==> config.mk <==
export PLATFORM = sky130hd
export DESIGN_NAME = dbuf_loader_top
export DESIGN_NICKNAME = d
export VERILOG_FILES = /design/src/logic/dbuf_pkg.sv /design/src/logic/ins_decoder.sv /design/src/logic/ddr_addr_gen.sv /design/src/logic/job_fifo.sv /design/src/logic/dbuf_writer.sv /design/src/logic/dbuf_loader_top.sv
export VERILOG_INCLUDE_DIRS = /design/src /design/src/logic
export SDC_FILE = /design/constraint.sdc
export NUM_CORES = 1
export LEC_CHECK = 0
export BUFFER_PORTS_ARGS = -buffer_cell sky130_fd_sc_hd__buf_4
export CORE_UTILIZATION = 40
export CTS_CLUSTER_SIZE = 20
export DETAILED_ROUTE_END_ITERATION = 6
export HOLD_SLACK_MARGIN = 0.08
export PLACE_DENSITY = 0.64
export SYNTH_ARGS = -nofsm -noshare
export SYNTH_HDL_FRONTEND = slang
export SYNTH_HIERARCHICAL = 1
export SYNTH_SLANG_ARGS = --single-unit
==> constraint.sdc <==
create_clock -name clk -period 3.1 [get_ports clk]
set_input_delay 0.31 -clock clk [delete_from_list [all_inputs] [get_ports clk]]
set_output_delay 0.31 -clock clk [all_outputs]
set_load 0.02 [all_outputs]
==> src/logic/dbuf_settings.svh <==
`ifndef DBUF_SETTINGS_SVH
`define DBUF_SETTINGS_SVH

// ##########################################################################
// DDR side
// ##########################################################################

`define DDR_W           32              // one data beat from either channel.
`define DDR_ADDR_W      16
`define BURST_W         4

// ##########################################################################
// Buffer side
// ##########################################################################

`define BUF_ADDR_W      8
`define PE_NUM          8               // one write enable per PE.

`define INS_W           32
`define JOB_FIFO_DEPTH  4

`endif

==> src/logic/dbuf_pkg.sv <==
`default_nettype none

`include "dbuf_settings.svh"

package dbuf_pkg;

    typedef enum logic [1:0] {
        ADDR = 2'd0,
        LOAD = 2'd1
    } op_t;

    typedef struct packed {
        op_t                    op;
        logic                   chan;           // zero selects ddr1.
        logic [`BURST_W-1:0]    burst;
        logic [4:0]             burst_num;
        logic [11:0]            st_addr;
        logic [7:0]             step;
    } addr_ins_t;

    typedef struct packed {
        op_t                    op;
        logic [`PE_NUM-1:0]     pe_mask;
        logic [`BUF_ADDR_W-1:0] base_addr;
        logic [7:0]             beat_num;
        logic [5:0]             reserved;
    } buf_ins_t;

    // Both views keep op in the top two bits.
    typedef union packed {
        addr_ins_t  addr_ins;
        buf_ins_t   buf_ins;
    } ins_t;

    typedef struct packed {
        logic [`DDR_ADDR_W-1:0] st_addr;
        logic [`BURST_W-1:0]    burst;
        logic [7:0]             step;
        logic [4:0]             burst_num;
    } addr_job_t;

    typedef struct packed {
        logic [`PE_NUM-1:0]     pe_mask;
        logic [`BUF_ADDR_W-1:0] base_addr;
        logic [7:0]             beat_num;
    } buf_job_t;

    typedef struct packed {
        logic [`DDR_ADDR_W-1:0] addr;
        logic [`BURST_W-1:0]    size;
    } ddr_req_t;

    typedef struct packed {
        logic [`DDR_W-1:0]      hi;             // beat from ddr2.
        logic [`DDR_W-1:0]      lo;             // beat from ddr1.
    } dbuf_entry_t;

    typedef struct packed {
        logic [`BUF_ADDR_W-1:0] addr;
        dbuf_entry_t            data;
        logic [`PE_NUM-1:0]     en;
    } dbuf_wr_t;

endpackage

`default_nettype wire

==> src/logic/ins_decoder.sv <==
`default_nettype none

`include "dbuf_settings.svh"

module ins_decoder (
    input  wire logic               clk,
    input  wire logic               rst_n,

    input  wire logic               ins_valid,
    input  wire dbuf_pkg::ins_t     ins,
    output logic                    ins_ready,

    output dbuf_pkg::addr_job_t     ddr1_job,
    output logic                    ddr1_start,
    input  wire logic               ddr1_busy,

    output dbuf_pkg::addr_job_t     ddr2_job,
    output logic                    ddr2_start,
    input  wire logic               ddr2_busy,

    output dbuf_pkg::buf_job_t      job,
    output logic                    push,
    input  wire logic               full
);

    logic                   accept;
    logic                   addr_accept;
    logic                   ddr1_hold;
    logic                   ddr2_hold;
    dbuf_pkg::addr_job_t    addr_job;

    // ##########################################################################
    // Handshake
    // ##########################################################################

    assign ddr1_hold = ddr1_busy | ddr1_start;     // a start in flight counts as busy.
    assign ddr2_hold = ddr2_busy | ddr2_start;

    always_comb begin
        case (ins.addr_ins.op)
            dbuf_pkg::ADDR: ins_ready = ins.addr_ins.chan ? !ddr2_hold : !ddr1_hold;
            dbuf_pkg::LOAD: ins_ready = !full;
            default:        ins_ready = 1'b1;   // undefined ops are dropped.
        endcase
    end

    assign accept      = ins_valid & ins_ready;
    assign addr_accept = accept && (ins.addr_ins.op == dbuf_pkg::ADDR);

    // ##########################################################################
    // Address instructions
    // ##########################################################################

    always_comb begin
        addr_job.st_addr   = {{(`DDR_ADDR_W - $bits(ins.addr_ins.st_addr)){1'b0}},
                              ins.addr_ins.st_addr};
        addr_job.burst     = ins.addr_ins.burst;
        addr_job.step      = ins.addr_ins.step;
        addr_job.burst_num = ins.addr_ins.burst_num;
    end

    always_ff @(posedge clk or negedge rst_n) begin
        if (!rst_n) begin
            ddr1_start <= 1'b0;
            ddr2_start <= 1'b0;
        end else begin
            ddr1_start <= addr_accept && !ins.addr_ins.chan;
            ddr2_start <= addr_accept && ins.addr_ins.chan;
        end
    end

    always_ff @(posedge clk) begin
        if (addr_accept && !ins.addr_ins.chan) begin
            ddr1_job <= addr_job;
        end
        if (addr_accept && ins.addr_ins.chan) begin
            ddr2_job <= addr_job;
        end
    end

    // Load jobs go straight into the queue so that full is never stale.
    assign push = accept && (ins.buf_ins.op == dbuf_pkg::LOAD);
    assign job  = '{pe_mask:   ins.buf_ins.pe_mask,
                    base_addr: ins.buf_ins.base_addr,
                    beat_num:  ins.buf_ins.beat_num};

endmodule

`default_nettype wire

==> src/logic/ddr_addr_gen.sv <==
`default_nettype none

`include "dbuf_settings.svh"

module ddr_addr_gen (
    input  wire logic                   clk,
    input  wire logic                   rst_n,

    input  wire logic                   start,
    input  wire dbuf_pkg::addr_job_t    job,
    output logic                        busy,

    output dbuf_pkg::ddr_req_t          req,
    output logic                        req_valid,
    input  wire logic                   req_ready
);

    logic [4:0]                 remain;
    logic [`DDR_ADDR_W-1:0]     step;
    logic                       fire;
    logic                       last;

    assign fire = req_valid & req_ready;
    assign last = (remain == 5'd1);

    // The run lasts exactly as long as requests are offered.
    assign busy = req_valid;

    // ##########################################################################
    // Run control
    // ##########################################################################

    always_ff @(posedge clk or negedge rst_n) begin
        if (!rst_n) begin
            req_valid <= 1'b0;
            remain    <= '0;
        end else if (start) begin
            req_valid <= (job.burst_num != '0);     // an empty run issues nothing.
            remain    <= job.burst_num;
        end else if (fire) begin
            remain <= remain - 5'd1;
            if (last) begin
                req_valid <= 1'b0;
            end
        end
    end

    // ##########################################################################
    // Request payload
    // ##########################################################################

    always_ff @(posedge clk) begin
        if (start) begin
            req.addr <= job.st_addr;
            req.size <= job.burst;
            step     <= {{(`DDR_ADDR_W - $bits(job.step)){1'b0}}, job.step};
        end else if (fire) begin
            req.addr <= req.addr + step;    // wraps at the top of the DDR space.
        end
    end

endmodule

`default_nettype wire

==> src/logic/job_fifo.sv <==
`default_nettype none

`include "dbuf_settings.svh"

module job_fifo #(
    parameter int DEPTH = `JOB_FIFO_DEPTH
) (
    input  wire logic               clk,
    input  wire logic               rst_n,

    input  wire logic               push,
    input  wire dbuf_pkg::buf_job_t din,
    output logic                    full,

    input  wire logic               pop,
    output dbuf_pkg::buf_job_t      dout,
    output logic                    empty
);

    localparam int PTR_W = (DEPTH > 1) ? $clog2(DEPTH) : 1;
    localparam int CNT_W = $clog2(DEPTH + 1);

    dbuf_pkg::buf_job_t     mem [DEPTH];
    logic [PTR_W-1:0]       wr_ptr;
    logic [PTR_W-1:0]       rd_ptr;
    logic [CNT_W-1:0]       count;
    logic                   do_push;
    logic                   do_pop;

    assign full    = (count == CNT_W'(DEPTH));
    assign empty   = (count == '0);
    assign do_push = push & !full;
    assign do_pop  = pop & !empty;
    assign dout    = mem[rd_ptr];

    always_ff @(posedge clk or negedge rst_n) begin
        if (!rst_n) begin
            wr_ptr <= '0;
            rd_ptr <= '0;
            count  <= '0;
        end else begin
            if (do_push) begin
                wr_ptr <= (wr_ptr == PTR_W'(DEPTH - 1)) ? '0 : wr_ptr + 1'b1;
            end
            if (do_pop) begin
                rd_ptr <= (rd_ptr == PTR_W'(DEPTH - 1)) ? '0 : rd_ptr + 1'b1;
            end
            if (do_push && !do_pop) begin
                count <= count + 1'b1;
            end else if (do_pop && !do_push) begin
                count <= count - 1'b1;
            end
        end
    end

    always_ff @(posedge clk) begin
        if (do_push) begin
            mem[wr_ptr] <= din;
        end
    end

endmodule

`default_nettype wire

==> src/logic/dbuf_writer.sv <==
`default_nettype none

`include "dbuf_settings.svh"

module dbuf_writer (
    input  wire logic               clk,
    input  wire logic               rst_n,

    input  wire dbuf_pkg::buf_job_t job,
    input  wire logic               empty,
    output logic                    pop,

    input  wire logic [`DDR_W-1:0]  ddr1_data,
    input  wire logic               ddr1_valid,
    output logic                    ddr1_ready,

    input  wire logic [`DDR_W-1:0]  ddr2_data,
    input  wire logic               ddr2_valid,
    output logic                    ddr2_ready,

    output dbuf_pkg::dbuf_wr_t      dbuf_wr
);

    logic                       active;
    dbuf_pkg::buf_job_t         cur;
    logic [7:0]                 pair_cnt;
    logic                       pair_done;
    logic [1:0]                 hold_full;          // index 0 is ddr1, index 1 is ddr2.
    logic [1:0][`DDR_W-1:0]     hold_data;
    logic [1:0]                 beat_valid;
    logic [1:0]                 beat_ready;
    logic [1:0][`DDR_W-1:0]     beat_data;

    assign beat_valid = {ddr2_valid, ddr1_valid};
    assign beat_data  = {ddr2_data, ddr1_data};
    assign beat_ready = {2{active}} & ~hold_full;
    assign ddr1_ready = beat_ready[0];
    assign ddr2_ready = beat_ready[1];

    assign pair_done = &hold_full;
    assign pop       = !active && !empty;

    // ##########################################################################
    // Job and pair control
    // ##########################################################################

    always_ff @(posedge clk or negedge rst_n) begin
        if (!rst_n) begin
            active    <= 1'b0;
            pair_cnt  <= '0;
            hold_full <= '0;
        end else if (pop) begin
            active   <= (job.beat_num != '0);
            pair_cnt <= '0;
        end else if (pair_done) begin
            hold_full <= '0;                // the pair leaves in this cycle.
            pair_cnt  <= pair_cnt + 8'd1;
            if (pair_cnt == cur.beat_num - 8'd1) begin
                active <= 1'b0;
            end
        end else begin
            // Either channel may run one beat ahead of the other.
            hold_full <= hold_full | (beat_valid & beat_ready);
        end
    end

    always_ff @(posedge clk) begin
        if (pop) begin
            cur <= job;
        end
        for (int i = 0; i < 2; i++) begin
            if (beat_valid[i] && beat_ready[i]) begin
                hold_data[i] <= beat_data[i];
            end
        end
    end

    // ##########################################################################
    // Buffer write
    // ##########################################################################

    always_comb begin
        dbuf_wr.addr    = cur.base_addr + pair_cnt;
        dbuf_wr.data.hi = hold_data[1];
        dbuf_wr.data.lo = hold_data[0];
        dbuf_wr.en      = pair_done ? cur.pe_mask : '0;
    end

endmodule

`default_nettype wire

==> src/logic/dbuf_loader_top.sv <==
`default_nettype none

`include "dbuf_settings.svh"

module dbuf_loader_top (
    input  wire logic                   clk,
    input  wire logic                   rst_n,

    input  wire logic                   ins_valid,
    input  wire dbuf_pkg::ins_t         ins,
    output logic                        ins_ready,

    output dbuf_pkg::ddr_req_t          ddr1_req,
    output logic                        ddr1_req_valid,
    input  wire logic                   ddr1_req_ready,

    output dbuf_pkg::ddr_req_t          ddr2_req,
    output logic                        ddr2_req_valid,
    input  wire logic                   ddr2_req_ready,

    input  wire logic [`DDR_W-1:0]      ddr1_data,
    input  wire logic                   ddr1_valid,
    output logic                        ddr1_ready,

    input  wire logic [`DDR_W-1:0]      ddr2_data,
    input  wire logic                   ddr2_valid,
    output logic                        ddr2_ready,

    output dbuf_pkg::dbuf_wr_t          dbuf_wr
);

    dbuf_pkg::addr_job_t    ddr1_job;
    dbuf_pkg::addr_job_t    ddr2_job;
    logic                   ddr1_start;
    logic                   ddr2_start;
    logic                   ddr1_busy;
    logic                   ddr2_busy;

    dbuf_pkg::buf_job_t     push_job;
    dbuf_pkg::buf_job_t     pop_job;
    logic                   push;
    logic                   pop;
    logic                   full;
    logic                   empty;

    ins_decoder ins_decoder_i (
        .clk        (clk),
        .rst_n      (rst_n),
        .ins_valid  (ins_valid),
        .ins        (ins),
        .ins_ready  (ins_ready),
        .ddr1_job   (ddr1_job),
        .ddr1_start (ddr1_start),
        .ddr1_busy  (ddr1_busy),
        .ddr2_job   (ddr2_job),
        .ddr2_start (ddr2_start),
        .ddr2_busy  (ddr2_busy),
        .job        (push_job),
        .push       (push),
        .full       (full)
    );

    ddr_addr_gen ddr1_gen_i (
        .clk        (clk),
        .rst_n      (rst_n),
        .start      (ddr1_start),
        .job        (ddr1_job),
        .busy       (ddr1_busy),
        .req        (ddr1_req),
        .req_valid  (ddr1_req_valid),
        .req_ready  (ddr1_req_ready)
    );

    ddr_addr_gen ddr2_gen_i (
        .clk        (clk),
        .rst_n      (rst_n),
        .start      (ddr2_start),
        .job        (ddr2_job),
        .busy       (ddr2_busy),
        .req        (ddr2_req),
        .req_valid  (ddr2_req_valid),
        .req_ready  (ddr2_req_ready)
    );

    job_fifo job_fifo_i (
        .clk        (clk),
        .rst_n      (rst_n),
        .push       (push),
        .din        (push_job),
        .full       (full),
        .pop        (pop),
        .dout       (pop_job),
        .empty      (empty)
    );

    dbuf_writer dbuf_writer_i (
        .clk        (clk),
        .rst_n      (rst_n),
        .job        (pop_job),
        .empty      (empty),
        .pop        (pop),
        .ddr1_data  (ddr1_data),
        .ddr1_valid (ddr1_valid),
        .ddr1_ready (ddr1_ready),
        .ddr2_data  (ddr2_data),
        .ddr2_valid (ddr2_valid),
        .ddr2_ready (ddr2_ready),
        .dbuf_wr    (dbuf_wr)
    );

endmodule

`default_nettype wire

Word level (Yosys, flattened, before mapping)
Memory sizes are Yosys's and may differ from the RTL's. Cells that the tools add are included.

Register bits: 234. RAM bits: 96. Bits of input ports: 103. Output and inout bits: 125. Logic and storage cells: 125. Memories: 1.

Memory list: job_fifo_i.mem (words 4, width 24, rd ports 1, clocked after memory_dff 0, write ports 1, line job_fifo.sv:23) `dbuf_pkg::buf_job_t mem [DEPTH];`.

$add $sub $neg: 11. Equality and inequality tests: 7. Muxes and demuxes: 29. Bitwise logic cells: 11. Reductions and logical operators: 33.

Operator list (count): 16-bit by 8-bit adder with 16-bit output (2); 16-bit two-way mux (2); 12-bit two-way mux (2); 8-bit two-way mux (3); 5-bit two-way mux (4); 2-bit nonzero test (7); 1-bit two-way mux (12); 5-bit by 1-bit == test with 1-bit output (second input constant) (2); 5-bit nonzero test (2); 5-bit by 1-bit subtractor with 5-bit output (second input constant) (2); 1-bit logical AND (9); 8-bit by 1-bit adder with 8-bit output (second input constant) (1); 8-bit adder (1); 8-bit == test (1); 1-bit logical NOT (8); 2-bit AND reduction (4); 8-bit nonzero test (1); 8-bit by 1-bit subtractor with 8-bit output (second input constant) (1); 2-bit two-way mux (3); 3-bit two-way mux (2); 1-bit AND (5); 2-bit by 1-bit adder with 2-bit output (second input constant) (2); 2-bit AND (2); 2-bit == test (second input constant) (2); 10 further kinds (11).

Longest topological paths before layout
Gate-level depths: netlist (run 1).

Depth after elaboration: 11. Mapped depth: 10.

Hierarchy
Netlist (run 1), hierarchy kept.

Modules (own cells, without submodules): job_fifo (times used 1, cells an instance 163, area each 3910.0 um^2, seq. area each 3057.9 um^2); dbuf_writer (times used 1, cells an instance 221, area each 3761.1 um^2, seq. area each 2917.8 um^2); ddr_addr_gen (times used 2, cells an instance 166, area each 1846.8 um^2, seq. area each 991.0 um^2); ins_decoder (times used 1, cells an instance 102, area each 2107.0 um^2, seq. area each 1791.7 um^2).

Worst setup path after synthesis (run 1)
Ideal clock, no wire load.

Kind: flip-flop to flip-flop. Start point: reg job_fifo_i.count[0]. End point: reg job_fifo_i.count[1]. Data arrival time: 2.636 ns. Data required time: 2.975 ns. Path slack: 0.340 ns. Cell stages (with the launch flop): 8. Path buffers: 0. Clock period less this slack: 2.760 ns. Path through: dfrtp_1 -> nor3_1 -> nor2_2 -> o31ai_2 -> ha_1 -> inv_1 -> fa_1 -> mux2_2.

Elaborated cells between the ends (all ways): 19. Classes of those cells: 2 x add/sub; 1 x eq/ne; 3 x mux; 3 x bitwise; 10 x reduce/logical.

RTL lines: start: declaration (line job_fifo.sv:26) `logic [CNT_W-1:0] count;`; start signal: assignment (line job_fifo.sv:49) `count <= count + 1'b1;`; start signal: assignment (line job_fifo.sv:51) `count <= count - 1'b1;`; 3-bit logical NOT * (line job_fifo.sv:31) `assign empty = (count == '0);`; named net empty (line dbuf_loader_top.sv:44) `logic empty;`; 1-bit logical NOT * (line dbuf_writer.sv:41) `assign pop = !active && !empty;`; 1-bit logical AND * (line dbuf_writer.sv:41); named net pop (line dbuf_loader_top.sv:42) `logic pop;`; 1-bit AND * (line job_fifo.sv:33) `assign do_pop = pop & !empty;`; 1-bit logical NOT (line job_fifo.sv:48) `if (do_push && !do_pop) begin`; 1-bit logical AND (line job_fifo.sv:48); 3-bit two-way mux or 2-bit nonzero test (tied branches).

Mark *: on every way through the listed nets, which the timed path passes. The rest lies on a longest branch. The select of a mux whose other input is x is not followed. A chain may end at the register's enable or synchronous reset.

==> PnR_summary.wiki, run 1 <==
{| class="wikitable"
! Metric !! Value
|-
| Critical Path RT || 2.79 ns
|-
| Part of the cycle the worst path needs || 90.67%
|-
| Switch share || 30.52%
|-
| Placed Area || 15550 sq um
|-
| Non-filler cells, final || 1616
|-
| Final Worst Setup Slack || 0.2893 ns
|-
| WL final || 29.76 mm
|-
| Total CTS buffers || 37
|-
| Via count of the first global-routing pass || 7984
|-
| Grt total ovfl || 0
|-
| R2r worst-path depth || 9
|-
| Clk sinks || 330
|-
| Max-Slew Margin vs Limit || 45.45%
|-
| Iter 0 DRT Violations || 386
|-
| Die Footprint || 34420 sq um
|-
| CP Launch Type || flop
|-
| Share of total power in combinational logic || 27.5%
|-
| Power share of the clock group || 29.1%
|-
| Dominant cells by area after synthesis || sky130_fd_sc_hd__edfxtp_1 (66%), sky130_fd_sc_hd__dfrtp_1 (5.9%), sky130_fd_sc_hd__mux4_2 (4.0%), sky130_fd_sc_hd__ha_1 (3.3%), sky130_fd_sc_hd__xor2_1 (2.1%)
|-
| Leading area contributor after synthesis || sky130_fd_sc_hd__edfxtp_1
|-
| Maxcap violations || 0
|-
| Core Area || 32870 sq um
|-
| Timing endpoint of the critical path || dbuf_wr[78]
|-
| Overall power after layout || 14.44 mW
|-
| Number of buffers on the longest clock path || 3
|-
| DR vias/cell || 4.902
|-
| Die W || 185.5 um
|-
| Worst skew pair latency || 0.54 ns
|-
| Initial antenna violation count || 0
|-
| 1st-pass router iterations || 4
|-
| Maximum number of pins on one net before global-route repair || 47
|-
| Tot GR Track Use || 17.19%
|-
| Cell with the most instances after synthesis || sky130_fd_sc_hd__edfxtp_1
|-
| Tightest Pin Transition || 0.8183 ns
|-
| R2R Path End || job_fifo_i/count[2]$_DFFE_PN0P_
|-
| Post-route standard cell area excluding fillers || 17680 sq um
|-
| Worst setup slack after placement || 0.6070 ns
|-
| Peak VDD IR || 0.4450 mV
|-
| Post-synth top flop || sky130_fd_sc_hd__edfxtp_1
|-
| Number of top-level design ports || 228
|-
| Internal cell power || 10.03 mW
|-
| Final hold vios || 0
|-
| HPWL after DPL || 19.31 mm
|-
| Final setup violation count || 0
|-
| Summed negative setup slack over all endpoints || 0 ns
|-
| Post-Place Cells || 1454
|-
| Worst R2R Setup Slack || 0.58 ns
|-
| Worst setup path category || flop to output pin
|-
| Post-detailed-route count of antenna-violating nets || 0
|-
| Peak Freq || 355.8 MHz
|-
| Worst setup startpoint || dbuf_writer_i/pair_cnt[0]$_DFFE_PN0P_
|-
| Number of cell rows || 66
|-
| Highest fanout seen on the critical path || 5
|-
| Register share of total power || 43.3%
|-
| Most frequent cells after synthesis || sky130_fd_sc_hd__edfxtp_1 (298), sky130_fd_sc_hd__nand2_1 (41), sky130_fd_sc_hd__o21ai_0 (40)
|-
| Routability congestion estimate from global placement || 0.7566
|-
| Total number of vias || 7922
|-
| Clk_skew || 0.02400 ns
|-
| Total leakage power || 6.730 nW
|-
| Power Dens Cells || 816.8 nW/um^2
|-
| Max Slew Vio Count || 0
|-
| Growth of design area from synthesis to finish || 31.26%
|-
| Buffer cell driving the clock tree root || sky130_fd_sc_hd__clkbuf_16
|-
| Yosys warning total || 6
|-
| Wire length of the first global-routing pass || 44.23 mm
|-
| CTS tree || done
|-
| Effective utilization at floorplan || 40.99%
|-
| Status || complete, no violations
|-
| Number of enable-type register cells in the synthesized netlist || 298
|-
| Detailed-route wire length per cell || 18.42 um
|-
| Distinct cells, synth || 61
|-
| Kind of path behind the tightest hold check || input pin to flop
|-
| Crit path DAT || 2.50 ns
|-
| Synth top area share || 66.43%
|-
| Clock transition time at the flip-flop clock pins of the worst setup and hold paths || 0.06 ns
|-
| Netlist area before placement || 13470 sq um
|-
| Post-route core utilization || 53.80%
|-
| Count of buffers from port buffering || 227
|-
| Unrepaired setup endpoints after global routing || false
|-
| Fin crit period || 2.811 ns
|-
| Vertical die dimension || 185.5 um
|-
| Crit. End Element || output pin
|-
| Sequential area share after synthesis || 72.37%
|-
| Reg-to-Reg Start || job_fifo_i/count[2]$_DFFE_PN0P_
|-
| Mean instance size in the synthesized netlist || 16.47 sq um
|-
| Psw || 4.409 mW
|-
| Layout net count || 1288
|-
| Instance count of the mapped netlist || 818
|-
| Number of remaining DRC errors || 0
|-
| Hold slack || 0.2207 ns
|-
| Antenna Cells || 0
|-
| Number of instances on the worst hold path || 4
|-
| FFs w/ async S/R, synth || 9.697%
|-
| Ratio of cells with drive above 1 in the final layout || 29.47%
|-
| Total number of H-tree levels || 2
|-
| Post-synthesis register bit count || 330
|}
==> cell families after synthesis <==
family / Yosys count / synth area share [%]
other: 1 / 0.02784
flip-flops: 330 / 72.37
buffers and inverters: 84 / 3.464
AND/OR/NAND/NOR: 168 / 6.585
AO/OA/AOI/OAI: 110 / 5.405
adder cells (fa/ha/maj): 39 / 3.845
multiplexers: 36 / 5.053
XOR/XNOR: 50 / 3.251
==> worst max-delay path, cell delays in order (launching register included) <==
cell and delay, ns:
sky130_fd_sc_hd__dfrtp_1 0.45, sky130_fd_sc_hd__ha_1 0.20, sky130_fd_sc_hd__inv_1 0.05, sky130_fd_sc_hd__fa_1 0.40, sky130_fd_sc_hd__nor2b_1 0.12, sky130_fd_sc_hd__o21ai_1 0.07
sky130_fd_sc_hd__a21boi_0 0.29, sky130_fd_sc_hd__or4_1 0.16, sky130_fd_sc_hd__nand3_1 0.06, sky130_fd_sc_hd__buf_4 0.16
==> registers in the layout (all words and copies together), names as in the netlist, 5 cells and up <==
signal / count
dbuf_writer_i/dbuf_wr: 64
dbuf_writer_i/pair_cnt: 8
ddr1_gen_i/remain: 5
ddr2_gen_i/remain: 5
ins_decoder_i/ddr2_job: 29
ins_decoder_i/ddr1_job: 29
ddr2_gen_i/step: 8
job_fifo_i/mem: 96
ddr1_gen_i/req: 20
dbuf_writer_i/cur: 24
ddr2_gen_i/req: 20
ddr1_gen_i/step: 8
==> how the worst min path moves through the flow <==
| stage | startpoint | end | slack, ns |
|---|---|---|---|
| after floorplan | rst_n | dbuf_writer_i/active$_DFFE_PN0P_ | 0.01 |
| after global placement | rst_n | dbuf_writer_i/hold_full[0]$_DFFE_PN0N_ | 0.31 |
| after detailed placement | rst_n | dbuf_writer_i/hold_full[0]$_DFFE_PN0N_ | 0.31 |
| after CTS | ddr1_req_ready | ddr1_gen_i/busy$_DFFE_PN0P_ | 0.20 |
| after global routing | ddr2_req_ready | ddr2_gen_i/busy$_DFFE_PN0P_ | 0.25 |
| final | ddr1_req_ready | ddr1_gen_i/busy$_DFFE_PN0P_ | 0.22 |
==> cells in the final DEF (no fill, tap or decap), types with 32 or more instances in the layout <==
| master | instances |
|---|---|
| sky130_fd_sc_hd__edfxtp_1 | 298 |
| sky130_fd_sc_hd__buf_4 | 245 |
| sky130_fd_sc_hd__dlygate4sd3_1 | 95 |
| sky130_fd_sc_hd__nand2_1 | 41 |
| sky130_fd_sc_hd__o21ai_0 | 40 |
| sky130_fd_sc_hd__clkbuf_16 | 38 |
| sky130_fd_sc_hd__ha_1 | 35 |
| sky130_fd_sc_hd__xor2_1 | 32 |
| sky130_fd_sc_hd__nor2_1 | 32 |
| sky130_fd_sc_hd__dfrtp_1 | 32 |
==> area by class of cell <==
type	instances	area, sq um
Tap cell	442	553.0
Clock inverter	18	157.7
Sequential cell	330	9749
Timing Repair Buffer	341	2810
Inverter	25	93.84
Clock buffer	49	1022
Multi-Input combinational cell	411	3297
Fill cell	2674	15180
==> power by group through the flow <==
stage                     Sequential [mW]  Combinational, mW  Clock (mW)
after floorplan                      6.50               2.31           0
after global placement               6.33               3.84           0
after detailed placement             6.35               3.91           0
after CTS                            6.26               4.03        4.32
after global routing                 6.34               4.34        4.50
final                                6.26               3.98        4.21
==> layer usage <==
metal	track usage, %	vias to the layer above	share of wire, %
li1	-	3721	-
met1	21.61	3896	42
met2	29.83	261	50
met3	3.013	44	6.1
met4	5.983	0	2.5
met5	0	-	0
==> what timing repair did <==
item	CTS	global route
hold buffers	95	0
resized for setup	0	0
hold endpoints to repair	250	0
setup buffers	0	0
Note: power is estimated with default switching activity, not from simulation.
==> run 2, diff against run 1 <==
REMOVE_ABC_BUFFERS = 1   (was not set)
SLEW_MARGIN = 15   (was not set)
==> PnR_summary.wiki, run 2 (synthesis gave the netlist of run 1 again) <==
{| class="wikitable"
! Metric !! Value
|-
| Clk sinks || 330 (unchanged)
|-
| DR vias/cell || 4.892 (-0.20%)
|-
| Ordered cell list for the critical path || ha_1 -> inv_1 -> fa_1 -> nor2b_1 -> o21ai_1 -> a21boi_0 -> or4_1 -> nand3_1 -> buf_4
|-
| Unrepaired setup endpoints after global routing || false
|-
| Layout net count || 1287 (-0.078%)
|-
| Antenna Cells || 0 (unchanged)
|-
| Power Dens Cells || 816.1 nW/um^2 (about the same)
|-
| Highest-count cells in the layout ignoring fill and taps || sky130_fd_sc_hd__edfxtp_1 (298), sky130_fd_sc_hd__buf_4 (245), sky130_fd_sc_hd__dlygate4sd3_1 (95)
|-
| Clk_skew || 0.01379 ns (-0.01021 ns)
|-
| Total CTS buffers || 37 (unchanged)
|-
| Kind of path behind the tightest hold check || input pin to flop
|-
| Number of buffers on the longest clock path || 3 (unchanged)
|-
| Crit. End Element || output pin
|-
| Number of top-level design ports || 228 (unchanged)
|-
| Final hold vios || 0 (unchanged)
|-
| Max Slew Vio Count || 0 (unchanged)
|-
| Biggest register || job_fifo_i/mem
|-
| Peak Freq || 348.7 MHz (-2.0%)
|-
| Number of cell rows || 66 (unchanged)
|-
| Growth of design area from synthesis to finish || 31.10%
|-
| Slowest library cell on the worst path || sky130_fd_sc_hd__dfrtp_1
|-
| Tot GR Track Use || 17.66% (+0.47 points)
|-
| Wire length of the first global-routing pass || 45.50 mm (+2.9%)
|-
| Routability congestion estimate from global placement || 0.7664 (+1.3%)
|-
| Part of the cycle the worst path needs || 92.50% (+1.8 points)
|-
| Effective utilization at floorplan || 40.99% (unchanged)
|-
| Count of buffers from port buffering || 227 (unchanged)
|-
| Critical Path RT || 2.79 ns (about the same)
|-
| 1st-pass router iterations || 4 (unchanged)
|-
| Critical path's largest stage delay || 0.47 ns (+0.02 ns)
|-
| Die Footprint || 34420 sq um (unchanged)
|-
| Peak VDD IR || 0.4046 mV (-9.1%)
|-
| HPWL after DPL || 19.26 mm (-0.23%)
|-
| Clock transition time at the flip-flop clock pins of the worst setup and hold paths || 0.05 ns (about the same)
|-
| Worst skew pair latency || 0.51 ns (-0.03 ns)
|-
| Count of cells resized by post-cts repair || 0 (unchanged)
|-
| Die W || 185.5 um (unchanged)
|-
| Status || complete, no violations
|-
| Initial antenna violation count || 0 (unchanged)
|-
| Leading cell type in the layout, fill and taps excluded || sky130_fd_sc_hd__edfxtp_1
|-
| Number of remaining DRC errors || 0 (unchanged)
|-
| Buffer cell driving the clock tree root || sky130_fd_sc_hd__clkbuf_16
|-
| Final Worst Setup Slack || 0.2324 ns (-0.05690 ns)
|-
| Crit path DAT || 2.56 ns (+0.06 ns)
|-
| Highest fanout seen on the critical path || 5 (unchanged)
|-
| Flip-flop count of the largest register, all copies and words added || 96 (unchanged)
|-
| Iter 0 DRT Violations || 353 (-8.5%)
|-
| Via count of the first global-routing pass || 8036 (+0.65%)
|-
| Tightest Pin Transition || 0.6846 ns (-0.1336 ns)
|-
| Maximum number of pins on one net before global-route repair || 46 (-2.1%)
|-
| Buffers inserted by post-CTS timing repair || 0 (unchanged)
|-
| Total number of H-tree levels || 2 (unchanged)
|-
| Vertical die dimension || 185.5 um (unchanged)
|-
| WL final || 30.10 mm (+1.1%)
|-
| CP Launch Type || flop
|-
| Summed negative setup slack over all endpoints || 0 ns (unchanged)
|-
| Maxcap violations || 0 (unchanged)
|-
| Worst setup slack after placement || 0.6100 ns (+0.003051 ns)
|-
| Fin crit period || 2.868 ns (+0.05690 ns)
|-
| Detailed-route wire length per cell || 18.64 um (+1.2%)
|-
| Max-Slew Margin vs Limit || 54.36% (+8.9 points)
|-
| Ratio of cells with drive above 1 in the final layout || 29.84% (+0.37 points)
|-
| Core Area || 32870 sq um (unchanged)
|-
| Grt total ovfl || 0 (unchanged)
|-
| Total number of vias || 7901 (-0.27%)
|-
| Worst setup path category || flop to output pin
|-
| Total leakage power || 6.737 nW (+0.11%)
|-
| Post-detailed-route count of antenna-violating nets || 0 (unchanged)
|-
| Final setup violation count || 0 (unchanged)
|-
| CTS tree || done
|}
## run 2: worst paths after layout
check,startpoint,to,slack (ns),depth (start not counted)
setup / recovery,dbuf_writer_i/pair_cnt[0]$_DFFE_PN0P_,dbuf_wr[78],0.23,9
hold / removal,ddr1_valid,dbuf_writer_i/hold_full[0]$_DFFE_PN0N_,0.12,3
setup reg to reg,job_fifo_i/count[2]$_DFFE_PN0P_,job_fifo_i/count[2]$_DFFE_PN0P_,0.60,9
hold reg to reg,ins_decoder_i/ddr1_job[14]$_DFFE_PP_,ddr1_gen_i/req[1]$_DFFE_PP_,0.42,0
max in group asynchronous,rst_n,dbuf_writer_i/pair_cnt[1]$_DFFE_PN0P_,2.48,2
min in group asynchronous,rst_n,job_fifo_i/wr_ptr[1]$_DFFE_PN0P_,0.29,2
## run 2: where the power goes
group	switching (mW)	internal (mW)
logic	2.13	1.81
registers	0.559	5.71
clock network	1.70	2.51
total	4.39	10.0
## run 2: area by class of cell
type	count	area, sq um
clock buffer	46	1022
clock inverter	21	156.4
fill	2656	15200
inverter	25	93.84
multi-input combinational	411	3297
sequential	330	9749
tap	442	553.0
timing repair buffer	340	2790
## run 2: routing by layer
metal	up-vias	GRT usage (%)	part of all wire [%]	wire length [um]
met2	265	29.75	48	14510
met1	3842	22.04	42	12680
met4	0	7.868	3.5	1045
met3	61	3.463	6.2	1869
li1	3733	-	-	-
met5	-	0	0	0
## run 2: stage by stage
step	total power [mW]	utilization (%)	cell area [sq um]	hold WS [ns]	instances
after floorplan	8.678	-	13130	0.01441	766
after global placement	10.13	47.26	15530	0.2803	1453
after detailed placement	10.21	47.26	15530	0.2852	1453
after CTS	14.57	53.74	17660	0.09949	1615
after global routing	15.21	53.74	17660	0.1452	1615
final	14.41	53.74	17660	0.1246	1615
## run 2: what timing repair did
| action | 4_1_cts | 5_1_grt |
|---|---|---|
| endpoints found under the hold margin | 250 | 0 |
| setup endpoints to repair | 0 | 0 |
| hold buffers | 95 | 0 |
## run 2: worst max-delay path, delay by kind of cell (launching register included)
kind,cells,cell delay (ns)
and+or+nand+nor,3,0.36
buffers and inverters,2,0.23
adders and majority gates,2,0.62
DFF,1,0.47
AOI/OAI and AO/OA,2,0.39
